$ cat config.mk
export PLATFORM = sky130hd
export DESIGN_NAME = lineRefill
export DESIGN_NICKNAME = d
export VERILOG_FILES = /design/src/common/busPkg.sv /design/src/common/cachePkg.sv /design/src/dcache/lineRefill.sv
export SDC_FILE = /design/constraint.sdc
export NUM_CORES = 1
export LEC_CHECK = 0
export BUFFER_PORTS_ARGS = -buffer_cell sky130_fd_sc_hd__buf_2
export CAP_MARGIN = 20
export CORE_AREA = 2 2 156 158
export CTS_CLUSTER_DIAMETER = 100
export DETAILED_ROUTE_END_ITERATION = 12
export DIE_AREA = 0 0 158 160
export PLACE_DENSITY = 0.91
export SLEW_MARGIN = 20
export SYNTH_ARGS = -nofsm -noshare
export SYNTH_HDL_FRONTEND = slang
export SYNTH_SLANG_ARGS = --single-unit
$ cat constraint.sdc
create_clock -name clk -period 3 [get_ports clk]
set_input_delay 0 -clock clk [delete_from_list [all_inputs] [get_ports clk]]
set_output_delay 0 -clock clk [all_outputs]
set_load 0.01 [all_outputs]
$ cat src/common/busPkg.sv
`default_nettype none

package busPkg;

  // apb register port
  typedef logic [3:0]  apbAddrT;
  typedef logic [31:0] apbDataT;

  localparam apbAddrT REG_CTRL    = 4'h0;
  localparam apbAddrT REG_HITS    = 4'h4;
  localparam apbAddrT REG_MISSES  = 4'h8;
  localparam apbAddrT REG_WRBACKS = 4'hC;

  // beat number within a four beat burst
  typedef logic [1:0] beatCntT;

endpackage

`default_nettype wire

$ cat src/common/cachePkg.sv
`default_nettype none

package cachePkg;

  // pipeline and line geometry
  localparam int ADDR_W = 32;
  localparam int XLEN   = 64;
  localparam int BEATS  = 4;
  // byte offset bits inside one line
  localparam int OFF_W  = 5;

  typedef logic [ADDR_W-1:0]         addrT;
  typedef logic [XLEN-1:0]           wordT;
  typedef logic [XLEN/8-1:0]         maskT;
  typedef logic [BEATS*XLEN-1:0]     lineT;
  // full line address doubles as the tag
  typedef logic [ADDR_W-OFF_W-1:0]   lineAddrT;
  typedef logic [BEATS*XLEN/8-1:0]   wayMaskT;

  // controller states
  typedef enum logic [2:0] {
    IDLE,
    LOOKUP,
    WRBACK,
    FETCH,
    REFILL,
    INSTALL
  } dcacheStateE;

endpackage

`default_nettype wire

$ cat src/dcache/lineRefill.sv
`timescale 1ns/100ps
`default_nettype none

module lineRefill (
  input  wire                    clk,
  input  wire                    rst_n,
  input  wire                    clear_i,
  input  wire                    capture_i,
  input  wire busPkg::beatCntT   beat_i,
  input  wire cachePkg::wordT    beatData_i,
  input  wire                    mergeEn_i,
  input  wire busPkg::beatCntT   mergeOff_i,
  input  wire cachePkg::wordT    mergeData_i,
  input  wire cachePkg::maskT    mergeMask_i,
  output cachePkg::lineT         line_o
);

  localparam int XLEN  = cachePkg::XLEN;
  localparam int WBYTE = XLEN / 8;

  // beats already captured since the last clear
  logic [cachePkg::BEATS-1:0] seenBeats;

  // merge comes after capture so store bytes win over the fetched beat
  always_ff @(posedge clk) begin
    if (capture_i) begin
      line_o[beat_i*XLEN +: XLEN] <= beatData_i;
    end
    if (mergeEn_i) begin
      for (int b = 0; b < WBYTE; b++) begin
        if (mergeMask_i[b]) begin
          line_o[mergeOff_i*XLEN + b*8 +: 8] <= mergeData_i[b*8 +: 8];
        end
      end
    end
  end

  always_ff @(posedge clk or negedge rst_n) begin
    if (!rst_n) begin
      seenBeats <= '0;
    end else if (clear_i) begin
      seenBeats <= '0;
    end else if (capture_i) begin
      seenBeats[beat_i] <= 1'b1;
    end
  end

  // each slot filled once per refill
  beatOnce: assert property (@(posedge clk) disable iff (!rst_n)
    capture_i && !clear_i |-> !seenBeats[beat_i]);

endmodule

`default_nettype wire

==> out/qor.yml <==
fin_tns_setup_ps: 0
synth_cell_types: 35
power_mw: 10.3
rrSetupSlack_ps: 1540
arrival_ps: 3100
port-buffer-count: 398
cp-end-kind: "flop"
regMostFlops: "line_o"
clock_latency_ps: 540
critical_path_required_ps: 3460
slew_headroom: 0.452
clock_skew_ps: 0
max_freq_ghz: 0.380
drc_errors: 0
cts_buffers: 27
pwr_density_cell_nw_per_um2: 608
synth-edff-count: 0
io_pins: 401
cts_tree: "done"
overflow: 0
synth-async-reset-ratio: 0
hold_viol_final: 0
initial_core_util: 0.505
post-dp-hpwl_um: 32200
ys_ff_latch: 256
start_kind: "input port"
dr.pass1.iters: 9
clock-sinks: 256
dpl_cell_area_um2: 14100
holdWs_ps: 54.5
postRouteAntennaNets: 0
die_y_um: 160
drt_wl_total_um: 58600
core_um2: 23800
synth_top_family_by_area: "compound AO/OA/AOI/OAI gates"
ir_worst_vdd_uv: 566
drv_slew: 0
syn_area_per_cell_um2: 9.37
rsz0062_at_grt: "no"
ys.flop_type: "dfxtp_1"
final.period_utilization: 0.877
ctsRootBufferMaster: "clkbuf_16"
hp-class: "input port to flop"
clk_transition_reported_paths_ps: 60
yosysWarnings: 0
ys_seq_area_frac: 0.426
area_growth_syn_to_layout_pct: 41.0
viasPerCell: 7.32
synthAdderAreaFrac: 0.0115
syn_nets: 1439
synth_xor_area_frac: 0
maxCapViolCount: 0
tightest_slew_ps: 820
netlist_instances: 1283
p_leak_nw: 7.92
design_area_um2: 16900
min_period_ps: 2630
setup_violations: 0
synthMuxAreaShare: 0
largest_reg_flops: 256
synth_compound_area_frac: 0.335
dieWidth_um: 158
num_rows: 57
reg_top3: "line_o: 256 flops"
drive_gt1_frac: 0.283
status: "finished clean"
grt_pass1_vias: 15380
path_class: "input port to flop"
nets: 1937
grt_max_degree: 58
final_common_cell: "buf_2"
drt_iter0_drc: 2606
antenna_found_initial: 9
yosys.area_share.simple: 0.168
final_cell_mix: "buf_2, dfxtp_1, dlygate4sd3_1, a21oi_1, a31oi_1"
grt_usage: 0.444
vias: 15610
htree_levels: 1
dieArea_um2: 25300
syn_area_um2: 12000
ctsLongestPathBuffers: 3
place_congestion: 0.888
grt_pass1_wl_um: 87600
cp_max_fo: 11
avgRoutedWirePerCell_um: 27.5
-- where the power goes --
| part | switching [mW] | total (mW) | internal, mW |
|---|---|---|---|
| combinational | 1.42 | 2.49 | 1.07 |
| sequential | 0.332 | 4.23 | 3.90 |
| clock | 1.44 | 3.58 | 2.15 |
-- worst paths after layout --
| path | start | cells past startpoint | endpoint |
|---|---|---|---|
| worst max-delay path | mergeOff_i[1] | 7 | line_o[56] |
| worst min-delay path | mergeMask_i[7] | 4 | line_o[186] |
| worst max register to register | line_o[56] | 3 | line_o[56] |
| worst min register to register | line_o[215] | 2 | line_o[215] |
-- routing by layer --
layer,GRT usage,vias up,routed length (um)
li1,-,6256,-
met4,0.307,6,4950
met5,0.00198,-,43
met2,0.679,1763,25800
met1,0.502,7018,18900
met3,0.183,567,8870
-- per-stage QoR --
stage               std cells   util  setup slack [ps]
finish                   2133  0.711               368
global route             2131  0.711               302
CTS                      2125  0.710               525
detailed placement       1888  0.592               507
global placement         1888  0.592               551
floorplan                1283      -              1420
-- cell type report --
type | count | area [um2]
clock buffers | 40 | 825
clock inverters | 9 | 124
well taps | 324 | 405
diodes | 8 | 20.0
multi-input cells | 869 | 6230
repair buffers | 618 | 4180
fillers | 1613 | 6880
flip-flops and latches | 256 | 5120
inverters | 9 | 33.8
-- worst max-delay path: stages --
cell	delay (ps)
buf_2	180
inv_2	400
ha_1	680
nand2_1	400
nor4_4	590
a221o_1	250
dlygate4sd3_1	590
-- Yosys cell counts (all sizes together) (11+ instances only) --
cell type  instances  share of area
a21oi            184          0.077
a22oi             59          0.037
buf               76          0.034
and4b             43          0.036
clkbuf            73          0.023
nor3b             25          0.017
a221o             73          0.061
nand3             37          0.015
nand2             34          0.011
ha                11          0.011
nor4              14          0.016
nand4b            20          0.015
and3              87          0.045
a32oi             93          0.068
a31oi            168          0.087
dfxtp            256           0.43
-- timing repair --
| item | 4_1_cts | 5_1_grt |
|---|---|---|
| gates resized for setup | 0 | 0 |
| endpoints found under the hold margin | 256 | 0 |
| hold buffers | 188 | 0 |
| setup buffers | 0 | 0 |
-- logic make-up after synthesis --
kind of cell	count (synthesis)
buffers and inverters	158
adders and majority gates	11
and+or+nand+nor	274
DFF	256
AOI/OAI and AO/OA	584
Note: power is estimated with default switching activity, not from simulation.
